File: config.mk
export PLATFORM = sky130hd
export DESIGN_NAME = bldc_driver
export DESIGN_NICKNAME = d
export VERILOG_FILES = /design/src/bldc_pkg.sv /design/src/hall_commutation_decoder.sv /design/src/hall_fault_monitor.sv /design/src/motor_mode_ctrl.sv /design/src/phase_pwm.sv /design/src/bldc_driver.sv
export SDC_FILE = /design/constraint.sdc
export NUM_CORES = 1
export LEC_CHECK = 0
export BUFFER_PORTS_ARGS = -buffer_cell sky130_fd_sc_hd__buf_2
export CAP_MARGIN = 0
export CORE_UTILIZATION = 35
export DETAILED_ROUTE_END_ITERATION = 16
export GPL_ROUTABILITY_DRIVEN = 0
export PLACE_DENSITY_LB_ADDON = 0.08
export RECOVER_POWER = 50
export SYNTH_ARGS = -nofsm -noshare
export SYNTH_HDL_FRONTEND = slang
export SYNTH_SLANG_ARGS = --single-unit
File: constraint.sdc
create_clock -name clk -period 2.5 [get_ports clk]
set_clock_uncertainty 0.1 [all_clocks]
set_input_delay 0.125 -clock clk [delete_from_list [all_inputs] [get_ports clk]]
set_output_delay 0.125 -clock clk [all_outputs]
set_load 0.05 [all_outputs]
File: src/bldc_pkg.sv
/* Shared BLDC driver types: phase command and hall status structs,
   motor mode enumeration and hall code constants */

package bldc_pkg;

    // ========================================================================
    // Constants
    // ========================================================================

    // Three phase motor, fixed by the hardware
    localparam int NUM_PHASES = 3;

    // Hall inputs have pull-ups, so a floating connector reads all high
    localparam logic [2:0] HALL_ALL_HIGH = 3'b111;
    // All lines pulled low points at a wiring or sensor supply fault
    localparam logic [2:0] HALL_ALL_LOW = 3'b000;

    // ========================================================================
    // Types
    // ========================================================================

    // Command for one phase; float_z overrides drive and turns both gates off
    typedef struct packed {
        logic drive;
        logic float_z;
    } phase_cmd_t;

    // Latched hall sensor conditions plus a strobe when a latch sets
    typedef struct packed {
        logic disconnected;
        logic hw_fault;
        logic fault_event;
    } hall_status_t;

    typedef enum logic [2:0] {
        MODE_STOP      = 3'd0,
        MODE_STARTUP   = 3'd1,
        MODE_RUN       = 3'd2,
        MODE_POLL_HALL = 3'd3,
        MODE_ERR       = 3'd4
    } motor_mode_e;

endpackage

File: src/hall_commutation_decoder.sv
/* Six-step commutation decoder from hall code and direction */

`timescale 1ns/1ns

module hall_commutation_decoder (
    input  logic [2:0]                                   hall,
    input  logic                                         direction,
    output bldc_pkg::phase_cmd_t [bldc_pkg::NUM_PHASES-1:0] cmd
);

    // Phase indices for the high-side and low-side roles in forward rotation
    logic [1:0] fwd_high;
    logic [1:0] fwd_low;
    logic       code_valid;

    always_comb begin
        code_valid = 1'b1;
        fwd_high   = 2'd0;
        fwd_low    = 2'd1;
        // Standard 120 degree hall sequence; phase 0 is A, 1 is B, 2 is C
        case (hall)
            3'b101: begin fwd_high = 2'd0; fwd_low = 2'd1; end
            3'b100: begin fwd_high = 2'd0; fwd_low = 2'd2; end
            3'b110: begin fwd_high = 2'd1; fwd_low = 2'd2; end
            3'b010: begin fwd_high = 2'd1; fwd_low = 2'd0; end
            3'b011: begin fwd_high = 2'd2; fwd_low = 2'd0; end
            3'b001: begin fwd_high = 2'd2; fwd_low = 2'd1; end
            // 000 and 111 carry no rotor position
            default: code_valid = 1'b0;
        endcase
    end

    always_comb begin
        logic [1:0] high_idx;
        logic [1:0] low_idx;
        // Reverse rotation swaps which phase sources and which sinks current
        high_idx = direction ? fwd_low : fwd_high;
        low_idx  = direction ? fwd_high : fwd_low;
        for (int j = 0; j < bldc_pkg::NUM_PHASES; j++) begin
            cmd[j].drive   = code_valid && (high_idx == 2'(j));
            // Third phase is left floating to sense back EMF
            cmd[j].float_z = !code_valid || ((high_idx != 2'(j)) && (low_idx != 2'(j)));
        end
    end

endmodule

File: src/hall_fault_monitor.sv
/* Hall sensor monitor: reduced-rate sampling, steady 000 and 111 detection,
   reconnect detection and latched fault flags */

`timescale 1ns/1ns

module hall_fault_monitor #(
    parameter int STEADY_COUNT    = 8,
    parameter int SAMPLE_INTERVAL = 4
) (
    input  logic                   clk,
    input  logic                   rst_n,
    input  logic                   en,
    input  logic [2:0]             hall,
    input  logic                   in_poll,
    input  logic                   clear,
    output bldc_pkg::hall_status_t status
);

    localparam int TIMER_W = (SAMPLE_INTERVAL > 1) ? $clog2(SAMPLE_INTERVAL) : 1;
    localparam int CNT_W   = $clog2(STEADY_COUNT + 1);

    logic [TIMER_W-1:0] sample_timer;
    logic               sample_tick;
    logic [CNT_W-1:0]   low_cnt;
    logic [CNT_W-1:0]   high_cnt;
    logic [CNT_W-1:0]   reconnect_cnt;
    logic               code_valid;

    // Sample once per interval, at timer zero
    assign sample_tick = (sample_timer == '0);
    assign code_valid  = (hall != bldc_pkg::HALL_ALL_LOW) && (hall != bldc_pkg::HALL_ALL_HIGH);

    always_ff @(posedge clk) begin
        // Disabling the driver behaves as a soft reset of the monitor
        if (!rst_n || !en) begin
            sample_timer  <= '0;
            low_cnt       <= '0;
            high_cnt      <= '0;
            reconnect_cnt <= '0;
            status        <= '0;
        end else begin
            status.fault_event <= 1'b0;
            sample_timer <= (sample_timer == TIMER_W'(SAMPLE_INTERVAL - 1)) ? '0
                                                                           : sample_timer + 1'b1;
            if (clear) begin
                // Leaving the error state on 111 means the motor was unplugged
                status.disconnected <= 1'b1;
                status.hw_fault     <= 1'b0;
                low_cnt             <= '0;
                high_cnt            <= '0;
                reconnect_cnt       <= '0;
            end else if (low_cnt == CNT_W'(STEADY_COUNT)) begin
                status.hw_fault    <= 1'b1;
                status.fault_event <= 1'b1;
                low_cnt            <= '0;
            end else if (high_cnt == CNT_W'(STEADY_COUNT)) begin
                status.disconnected <= 1'b1;
                status.fault_event  <= 1'b1;
                high_cnt            <= '0;
            end else if (reconnect_cnt == CNT_W'(STEADY_COUNT)) begin
                // Sensor has read valid codes long enough while polling
                status.disconnected <= 1'b0;
                reconnect_cnt       <= '0;
            end else if (sample_tick) begin
                // Each counter only runs while its latch can still change
                low_cnt  <= (hall == bldc_pkg::HALL_ALL_LOW && !status.hw_fault)
                            ? low_cnt + 1'b1 : '0;
                high_cnt <= (hall == bldc_pkg::HALL_ALL_HIGH && !status.disconnected)
                            ? high_cnt + 1'b1 : '0;
                reconnect_cnt <= (in_poll && code_valid && status.disconnected
                                  && !status.hw_fault) ? reconnect_cnt + 1'b1 : '0;
            end
        end
    end

endmodule

File: src/motor_mode_ctrl.sv
/* Motor mode FSM: stop, fixed-time startup ramp, run, hall polling and
   error, producing the applied duty cycle and the fault output */

`timescale 1ns/1ns

module motor_mode_ctrl #(
    parameter int DUTY_WIDTH  = 6,
    parameter int MIN_DUTY    = 2,
    parameter int RAMP_PERIOD = 64,
    parameter int RAMP_STEPS  = 8
) (
    input  logic                   clk,
    input  logic                   rst_n,
    input  logic                   en,
    input  logic [DUTY_WIDTH-1:0]  duty,
    input  bldc_pkg::hall_status_t status,
    input  logic [2:0]             hall,
    output logic [DUTY_WIDTH-1:0]  applied_duty,
    output logic                   in_poll,
    output logic                   clear,
    output logic                   fault
);

    localparam int RAMP_W = (RAMP_PERIOD > 1) ? $clog2(RAMP_PERIOD) : 1;
    localparam int STEP_W = $clog2(RAMP_STEPS + 1);
    localparam logic [DUTY_WIDTH-1:0] MIN_D = DUTY_WIDTH'(MIN_DUTY);

    bldc_pkg::motor_mode_e mode;
    logic [RAMP_W-1:0]     ramp_cnt;
    logic [STEP_W-1:0]     step_cnt;

    // The monitor only counts reconnect samples while we wait here
    assign in_poll = (mode == bldc_pkg::MODE_POLL_HALL);

    always_ff @(posedge clk) begin
        if (!rst_n || !en) begin
            mode         <= bldc_pkg::MODE_STOP;
            applied_duty <= '0;
            ramp_cnt     <= '0;
            step_cnt     <= '0;
            clear        <= 1'b0;
            fault        <= 1'b0;
        end else begin
            clear <= 1'b0;
            if (status.fault_event) begin
                // Cut drive at once; a disconnect is recoverable by polling
                applied_duty <= '0;
                mode <= status.disconnected ? bldc_pkg::MODE_POLL_HALL : bldc_pkg::MODE_ERR;
            end else begin
                case (mode)
                    bldc_pkg::MODE_STOP: begin
                        applied_duty <= '0;
                        ramp_cnt     <= '0;
                        step_cnt     <= '0;
                        if (duty > MIN_D) begin
                            applied_duty <= MIN_D;
                            mode         <= bldc_pkg::MODE_STARTUP;
                        end
                    end
                    bldc_pkg::MODE_STARTUP: begin
                        if (duty <= MIN_D) begin
                            applied_duty <= '0;
                            mode         <= bldc_pkg::MODE_STOP;
                        end else if (step_cnt == STEP_W'(RAMP_STEPS)) begin
                            applied_duty <= duty;
                            mode         <= bldc_pkg::MODE_RUN;
                        end else if (ramp_cnt == RAMP_W'(RAMP_PERIOD - 1)) begin
                            ramp_cnt <= '0;
                            step_cnt <= step_cnt + 1'b1;
                            // Hold at the request so the ramp never overshoots it
                            if (applied_duty < duty)
                                applied_duty <= applied_duty + 1'b1;
                        end else begin
                            ramp_cnt <= ramp_cnt + 1'b1;
                        end
                    end
                    bldc_pkg::MODE_RUN: begin
                        applied_duty <= duty;
                        if (duty <= MIN_D) begin
                            applied_duty <= '0;
                            mode         <= bldc_pkg::MODE_STOP;
                        end
                    end
                    bldc_pkg::MODE_POLL_HALL: begin
                        applied_duty <= '0;
                        if (!status.disconnected && !status.hw_fault)
                            mode <= bldc_pkg::MODE_STOP;
                    end
                    bldc_pkg::MODE_ERR: begin
                        applied_duty <= '0;
                        // Unplugging the motor is the way out of the error state
                        if (hall == bldc_pkg::HALL_ALL_HIGH) begin
                            fault <= 1'b0;
                            clear <= 1'b1;
                            mode  <= bldc_pkg::MODE_POLL_HALL;
                        end else begin
                            fault <= 1'b1;
                        end
                    end
                    default: mode <= bldc_pkg::MODE_STOP;
                endcase
            end
        end
    end

endmodule

File: src/phase_pwm.sv
/* Single phase PWM generator with complementary gates, dead time and
   a float mode that turns both gates off */

`timescale 1ns/1ns

module phase_pwm #(
    parameter int DUTY_WIDTH = 6,
    parameter int MAX_DUTY   = 63,
    parameter int DEAD_TIME  = 2
) (
    input  logic                  clk,
    input  logic                  rst_n,
    input  bldc_pkg::phase_cmd_t  cmd,
    input  logic [DUTY_WIDTH-1:0] duty,
    output logic                  gate_high,
    output logic                  gate_low
);

    // Two extra bits keep the dead-time sums free of wrap-around
    localparam int EXT_W = DUTY_WIDTH + 2;

    logic [DUTY_WIDTH-1:0] period_cnt;
    logic [EXT_W-1:0]      cnt_dead;
    logic [EXT_W-1:0]      duty_ext;
    logic                  high_win;
    logic                  low_win;

    // ========================================================================
    // Period counter, 0 to MAX_DUTY
    // ========================================================================

    always_ff @(posedge clk) begin
        if (!rst_n)
            period_cnt <= '0;
        else if (period_cnt == DUTY_WIDTH'(MAX_DUTY))
            period_cnt <= '0;
        else
            period_cnt <= period_cnt + 1'b1;
    end

    // ========================================================================
    // Gate windows
    // ========================================================================

    assign cnt_dead = EXT_W'(period_cnt) + EXT_W'(DEAD_TIME);
    assign duty_ext = EXT_W'(duty);

    // High side ends DEAD_TIME before the duty edge
    assign high_win = (cnt_dead < duty_ext);
    // Low side starts at the duty edge and ends DEAD_TIME before the period wraps
    assign low_win  = (EXT_W'(period_cnt) >= duty_ext) && (cnt_dead <= EXT_W'(MAX_DUTY));

    always_comb begin
        if (cmd.float_z) begin
            gate_high = 1'b0;
            gate_low  = 1'b0;
        end else if (cmd.drive) begin
            gate_high = high_win;
            gate_low  = low_win;
        end else begin
            // Sinking phase keeps its low-side switch closed all period
            gate_high = 1'b0;
            gate_low  = 1'b1;
        end
    end

endmodule

File: src/bldc_driver.sv
/* Top level BLDC driver: hall input sync, commutation decoder, fault monitor,
   mode FSM, three phase PWM generators and registered gate outputs */

`timescale 1ns/1ns

module bldc_driver #(
    parameter int DUTY_WIDTH      = 6,
    parameter int MAX_DUTY        = 63,
    parameter int MIN_DUTY        = 2,
    parameter int DEAD_TIME       = 2,
    parameter int STEADY_COUNT    = 8,
    parameter int SAMPLE_INTERVAL = 4,
    parameter int RAMP_PERIOD     = 64,
    parameter int RAMP_STEPS      = 8
) (
    input  logic                  clk,
    input  logic                  rst_n,
    input  logic                  en,
    input  logic [2:0]            hall,
    input  logic                  direction,
    input  logic [DUTY_WIDTH-1:0] duty,
    output logic [2:0]            phase_high,
    output logic [2:0]            phase_low,
    output logic                  connected,
    output logic                  fault
);

    logic [2:0]                                       hall_sync;
    bldc_pkg::phase_cmd_t [bldc_pkg::NUM_PHASES-1:0] cmd;
    bldc_pkg::hall_status_t                           status;
    logic [DUTY_WIDTH-1:0]                            applied_duty;
    logic                                             in_poll;
    logic                                             clear;
    logic [bldc_pkg::NUM_PHASES-1:0]                  pwm_high;
    logic [bldc_pkg::NUM_PHASES-1:0]                  pwm_low;

    // Hall lines come straight from the motor connector
    always_ff @(posedge clk) begin
        if (!rst_n)
            hall_sync <= '0;
        else
            hall_sync <= hall;
    end

    hall_commutation_decoder decoder_inst (
        .hall      (hall_sync),
        .direction (direction),
        .cmd       (cmd)
    );

    hall_fault_monitor #(
        .STEADY_COUNT    (STEADY_COUNT),
        .SAMPLE_INTERVAL (SAMPLE_INTERVAL)
    ) monitor_inst (
        .clk (clk), .rst_n (rst_n), .en (en),
        .hall (hall_sync), .in_poll (in_poll), .clear (clear), .status (status)
    );

    motor_mode_ctrl #(
        .DUTY_WIDTH (DUTY_WIDTH), .MIN_DUTY (MIN_DUTY),
        .RAMP_PERIOD (RAMP_PERIOD), .RAMP_STEPS (RAMP_STEPS)
    ) mode_ctrl_inst (
        .clk (clk), .rst_n (rst_n), .en (en), .duty (duty), .status (status),
        .hall (hall_sync), .applied_duty (applied_duty), .in_poll (in_poll),
        .clear (clear), .fault (fault)
    );

    for (genvar j = 0; j < bldc_pkg::NUM_PHASES; j++) begin : gen_phase
        phase_pwm #(
            .DUTY_WIDTH (DUTY_WIDTH), .MAX_DUTY (MAX_DUTY), .DEAD_TIME (DEAD_TIME)
        ) phase_pwm_inst (
            .clk (clk), .rst_n (rst_n), .cmd (cmd[j]), .duty (applied_duty),
            .gate_high (pwm_high[j]), .gate_low (pwm_low[j])
        );
    end

    // Gates go through one more flop so the pins see glitch-free levels
    always_ff @(posedge clk) begin
        if (!rst_n || !en) begin
            phase_high <= '0;
            phase_low  <= '0;
        end else begin
            phase_high <= pwm_high;
            phase_low  <= pwm_low;
        end
    end

    assign connected = ~status.disconnected;

endmodule

==> run summary <==
=====================================================================================
Met2 layer wire length in the routed design ............................      4620 um
Number of cells in the design after placement ..........................          691
Final setup violation count ............................................            0
Detail-routed net length per standard cell .............................      13.8 um
Clock-pin slew of the registers on the worst-case setup and hold paths .      0.06 ns
Placed cell areas ......................................................    4640 um^2
GR Util All Layers .....................................................        16.7%
Proportion of layout cells with a drive suffix above 1 .................        7.75%
Area of the mapped netlist .............................................    4330 um^2
Die H ..................................................................       113 um
Detail Route met3 WL ...................................................       283 um
FF+latch count, synth ..................................................           65
Final net count ........................................................          611
Final worst hold slack .................................................    0.0351 ns
Crit path arrival time .................................................      2.31 ns
Drt pass-1 iters .......................................................            4
Number of buffer cells added on primary ports ..........................           20
Sequential fraction of the synthesis area ..............................        30.0%
Final Cell Area ........................................................    5020 um^2
Transition time of the tightest slew-check pin .........................     0.601 ns
Post-route ant nets ....................................................            0
H-tree depth ...........................................................            3
Critical path class .................................................... flip-flop to flip-flop
Clock tree root buffer cell ............................................ sky130_fd_sc_hd__clkbuf_16
Leading cell type in the layout, fill and taps excluded ................ sky130_fd_sc_hd__dfxtp_1
Total Wirelength .......................................................      9790 um
Predominant post-synthesis flop cell ................................... sky130_fd_sc_hd__dfxtp_1
Number of global-route vias before repair ..............................         3504
Std cell rows ..........................................................           40
Leakage power ..........................................................      2.03 nW
Synth unique cells .....................................................           60
Via Count ..............................................................         3572
Critical-path maximum fanout ...........................................            5
Warning count from the yosys run .......................................            0
Die Wd .................................................................       113 um
Highest Clock Rate .....................................................      456 MHz
Final core utilization .................................................        41.7%
Final Critical Period ..................................................      2.19 ns
HPWL Detailed ..........................................................      7530 um
Final hold violation count .............................................            0
Area fraction of the dominant cell type after synthesis ................        30.0%
Synth Area per Inst ....................................................    8.52 um^2
Kind of end point of the critical path .................................    flip-flop
Placeable core area ....................................................   12100 um^2
Post-CTS Setup Bufs ....................................................            0
Top routing layer used .................................................         met4
Share of the cycle needed by the critical path after routing ...........        87.7%
Worst VDD drop .........................................................   0.000470 V
Residual overflow from global routing ..................................            0
Area delta synth->final ................................................        15.9%
Setup repair after global routing missed its margin ....................        false
Detailed router's first-iteration violation count ......................          158
Setup TNS after final layout ...........................................         0 ns
Clk Latency, worst-skew pair ...........................................      0.34 ns
Cells after synthesis ..................................................          509
Number of standard cells in the final layout excluding fillers .........          710
Post-synthesis cell type with the largest combined area ................ sky130_fd_sc_hd__dfxtp_1
Max-slew violation total from the final report .........................            0
Largest net degree at the start of global routing ......................           21
Power density over cell area ...........................................  587 nW/um^2
Clock tree from TritonCTS ..............................................          yes
Floorplan die area .....................................................   12800 um^2
Async set-or-reset flop fraction in the synthesized netlist ............           0%
Status ................................................................. finished clean
Max-capacitance violation count ........................................            0
Count of flip-flops with a built-in enable after synthesis .............            0
Detailed-route wire length on metal 1 ..................................      4720 um
Via count normalized by instance count .................................         5.03
Commonest cells after routing, fill and taps aside ..................... sky130_fd_sc_hd__dfxtp_1, sky130_fd_sc_hd__ha_1, sky130_fd_sc_hd__nand2_1, sky130_fd_sc_hd__nor2_1, sky130_fd_sc_hd__inv_1
Biggest area contributors in the synthesized netlist ................... sky130_fd_sc_hd__dfxtp_1, sky130_fd_sc_hd__ha_1, sky130_fd_sc_hd__xnor2_1
CTS max path bufs ......................................................            2
First-pass GRT wire length .............................................     16700 um
Nets in the synthesized netlist ........................................          583
Number of placed I/O pins ..............................................           21
Hold/Removal Path Class ................................................ input port to flip-flop
Startpoint Class .......................................................    flip-flop
Number of antenna violations at the first check in global routing ......            0
Number of inserted filler cells in the final layout ....................         1241
Remaining design rule violation count ..................................            0
Critical Path RT .......................................................      2.61 ns
Diodes inserted ........................................................            0
Clock sink total .......................................................           65
Tightest slew margin relative to the limit .............................        60.1%
Effective utilization at floorplan .....................................        35.9%
Number of clock buffers inserted by TritonCTS ..........................            9
=====================================================================================
critical path, stage by stage, from the launching register on:
cell and delay, ns:
sky130_fd_sc_hd__dfxtp_1 0.38, sky130_fd_sc_hd__inv_1 0.10, sky130_fd_sc_hd__ha_1 0.19, sky130_fd_sc_hd__o21bai_1 0.22, sky130_fd_sc_hd__nor2_1 0.09, sky130_fd_sc_hd__a21o_1 0.18
sky130_fd_sc_hd__or3_1 0.41, sky130_fd_sc_hd__a2111oi_1 0.40
stage by stage:
step / worst slack [ns] / power, mW
detailed placement: 0.338 / 1.45
CTS: 0.318 / 3.00
floorplan: 0.562 / 1.36
global route: 0.146 / 3.09
global placement: 0.449 / 1.45
finish: 0.308 / 2.95
cell type report:
type | instances | area [um^2] | area share [%]
clock buffer | 12 | 267 | 5.30
clock inverter | 4 | 97.6 | 1.94
inverter | 38 | 143 | 2.84
multi-input combinational | 391 | 2820 | 56.2
sequential | 65 | 1300 | 25.9
tap | 168 | 210 | 4.18
timing repair buffer | 32 | 184 | 3.66
per-layer routing:
layer / global-route usage, % / vias up
met5: 0 / -
met4: 6.23 / 0
met3: 4.28 / 12
met2: 28.4 / 32
met1: 20.2 / 1660
li1: - / 1868
cells in the mapped netlist (3+ instances only):
cell	number
sky130_fd_sc_hd__a211o_1	4
sky130_fd_sc_hd__a211oi_1	4
sky130_fd_sc_hd__a21o_1	4
sky130_fd_sc_hd__a21oi_1	26
sky130_fd_sc_hd__a22oi_1	4
sky130_fd_sc_hd__and2_1	13
sky130_fd_sc_hd__and3b_1	5
sky130_fd_sc_hd__buf_1	3
sky130_fd_sc_hd__buf_2	3
sky130_fd_sc_hd__clkbuf_1	8
sky130_fd_sc_hd__dfxtp_1	65
sky130_fd_sc_hd__ha_1	61
sky130_fd_sc_hd__inv_1	38
sky130_fd_sc_hd__mux2i_1	9
sky130_fd_sc_hd__nand2_1	39
sky130_fd_sc_hd__nand2b_1	3
sky130_fd_sc_hd__nand3_1	25
sky130_fd_sc_hd__nand3b_1	5
sky130_fd_sc_hd__nand4_1	10
sky130_fd_sc_hd__nor2_1	39
sky130_fd_sc_hd__nor2b_1	10
sky130_fd_sc_hd__nor3_1	5
sky130_fd_sc_hd__nor4_1	3
sky130_fd_sc_hd__o2111ai_1	3
sky130_fd_sc_hd__o211ai_1	6
sky130_fd_sc_hd__o21a_1	5
sky130_fd_sc_hd__o21ai_0	26
sky130_fd_sc_hd__or3_1	7
sky130_fd_sc_hd__xnor2_1	21
sky130_fd_sc_hd__xor2_1	16
sequential cells by signal (all words and copies together), names as in the netlist, 2 cells and up:
register / cells
gen_phase.phase_pwm_inst.period_cnt: 18
monitor_inst.reconnect_cnt: 4
mode_ctrl_inst.mode: 3
monitor_inst.sample_timer: 2
monitor_inst.high_cnt: 4
phase_low: 3
monitor_inst.status: 3
mode_ctrl_inst.ramp_cnt: 6
mode_ctrl_inst.step_cnt: 4
mode_ctrl_inst.applied_duty: 6
monitor_inst.low_cnt: 4
hall_sync: 3
phase_high: 3
cell families (layout without fill, tap and decap cells):
| logic type | after synthesis | in the layout | synth area share [%] |
|---|---|---|---|
| flip-flops | 65 | 65 | 30.0 |
| buffers and inverters | 53 | 86 | 4.85 |
| multiplexers | 10 | 10 | 2.34 |
| AND/OR/NAND/NOR | 177 | 177 | 21.2 |
| adder cells (fa/ha/maj) | 61 | 61 | 17.6 |
| XOR/XNOR | 37 | 37 | 7.48 |
| AO/OA/AOI/OAI | 106 | 106 | 16.5 |
worst paths after layout:
path,startpoint,endpoint,slack (ns),cells past startpoint
hold reg to reg,mode_ctrl_inst.fault,mode_ctrl_inst.fault,0.35,2
hold / removal,duty[4],mode_ctrl_inst.applied_duty[4],0.04,3
setup / recovery,hall_sync[1],phase_high[1],0.31,7
setup reg to reg,hall_sync[1],phase_high[1],0.31,7
power breakdown:
part | leakage [nW] | internal, mW | switching (mW) | total [mW]
sequential | 0.528 | 1.06 | 0.0353 | 1.10
combinational | 1.33 | 0.146 | 0.185 | 0.331
clock | 0.175 | 1.05 | 0.466 | 1.52
total | 2.03 | 2.26 | 0.686 | 2.95
timing repair:
action	CTS	global route
gates resized for setup	0	0
endpoints found under the hold margin	3	0
hold buffers	3	0
(Power assumes the default switching activity.)
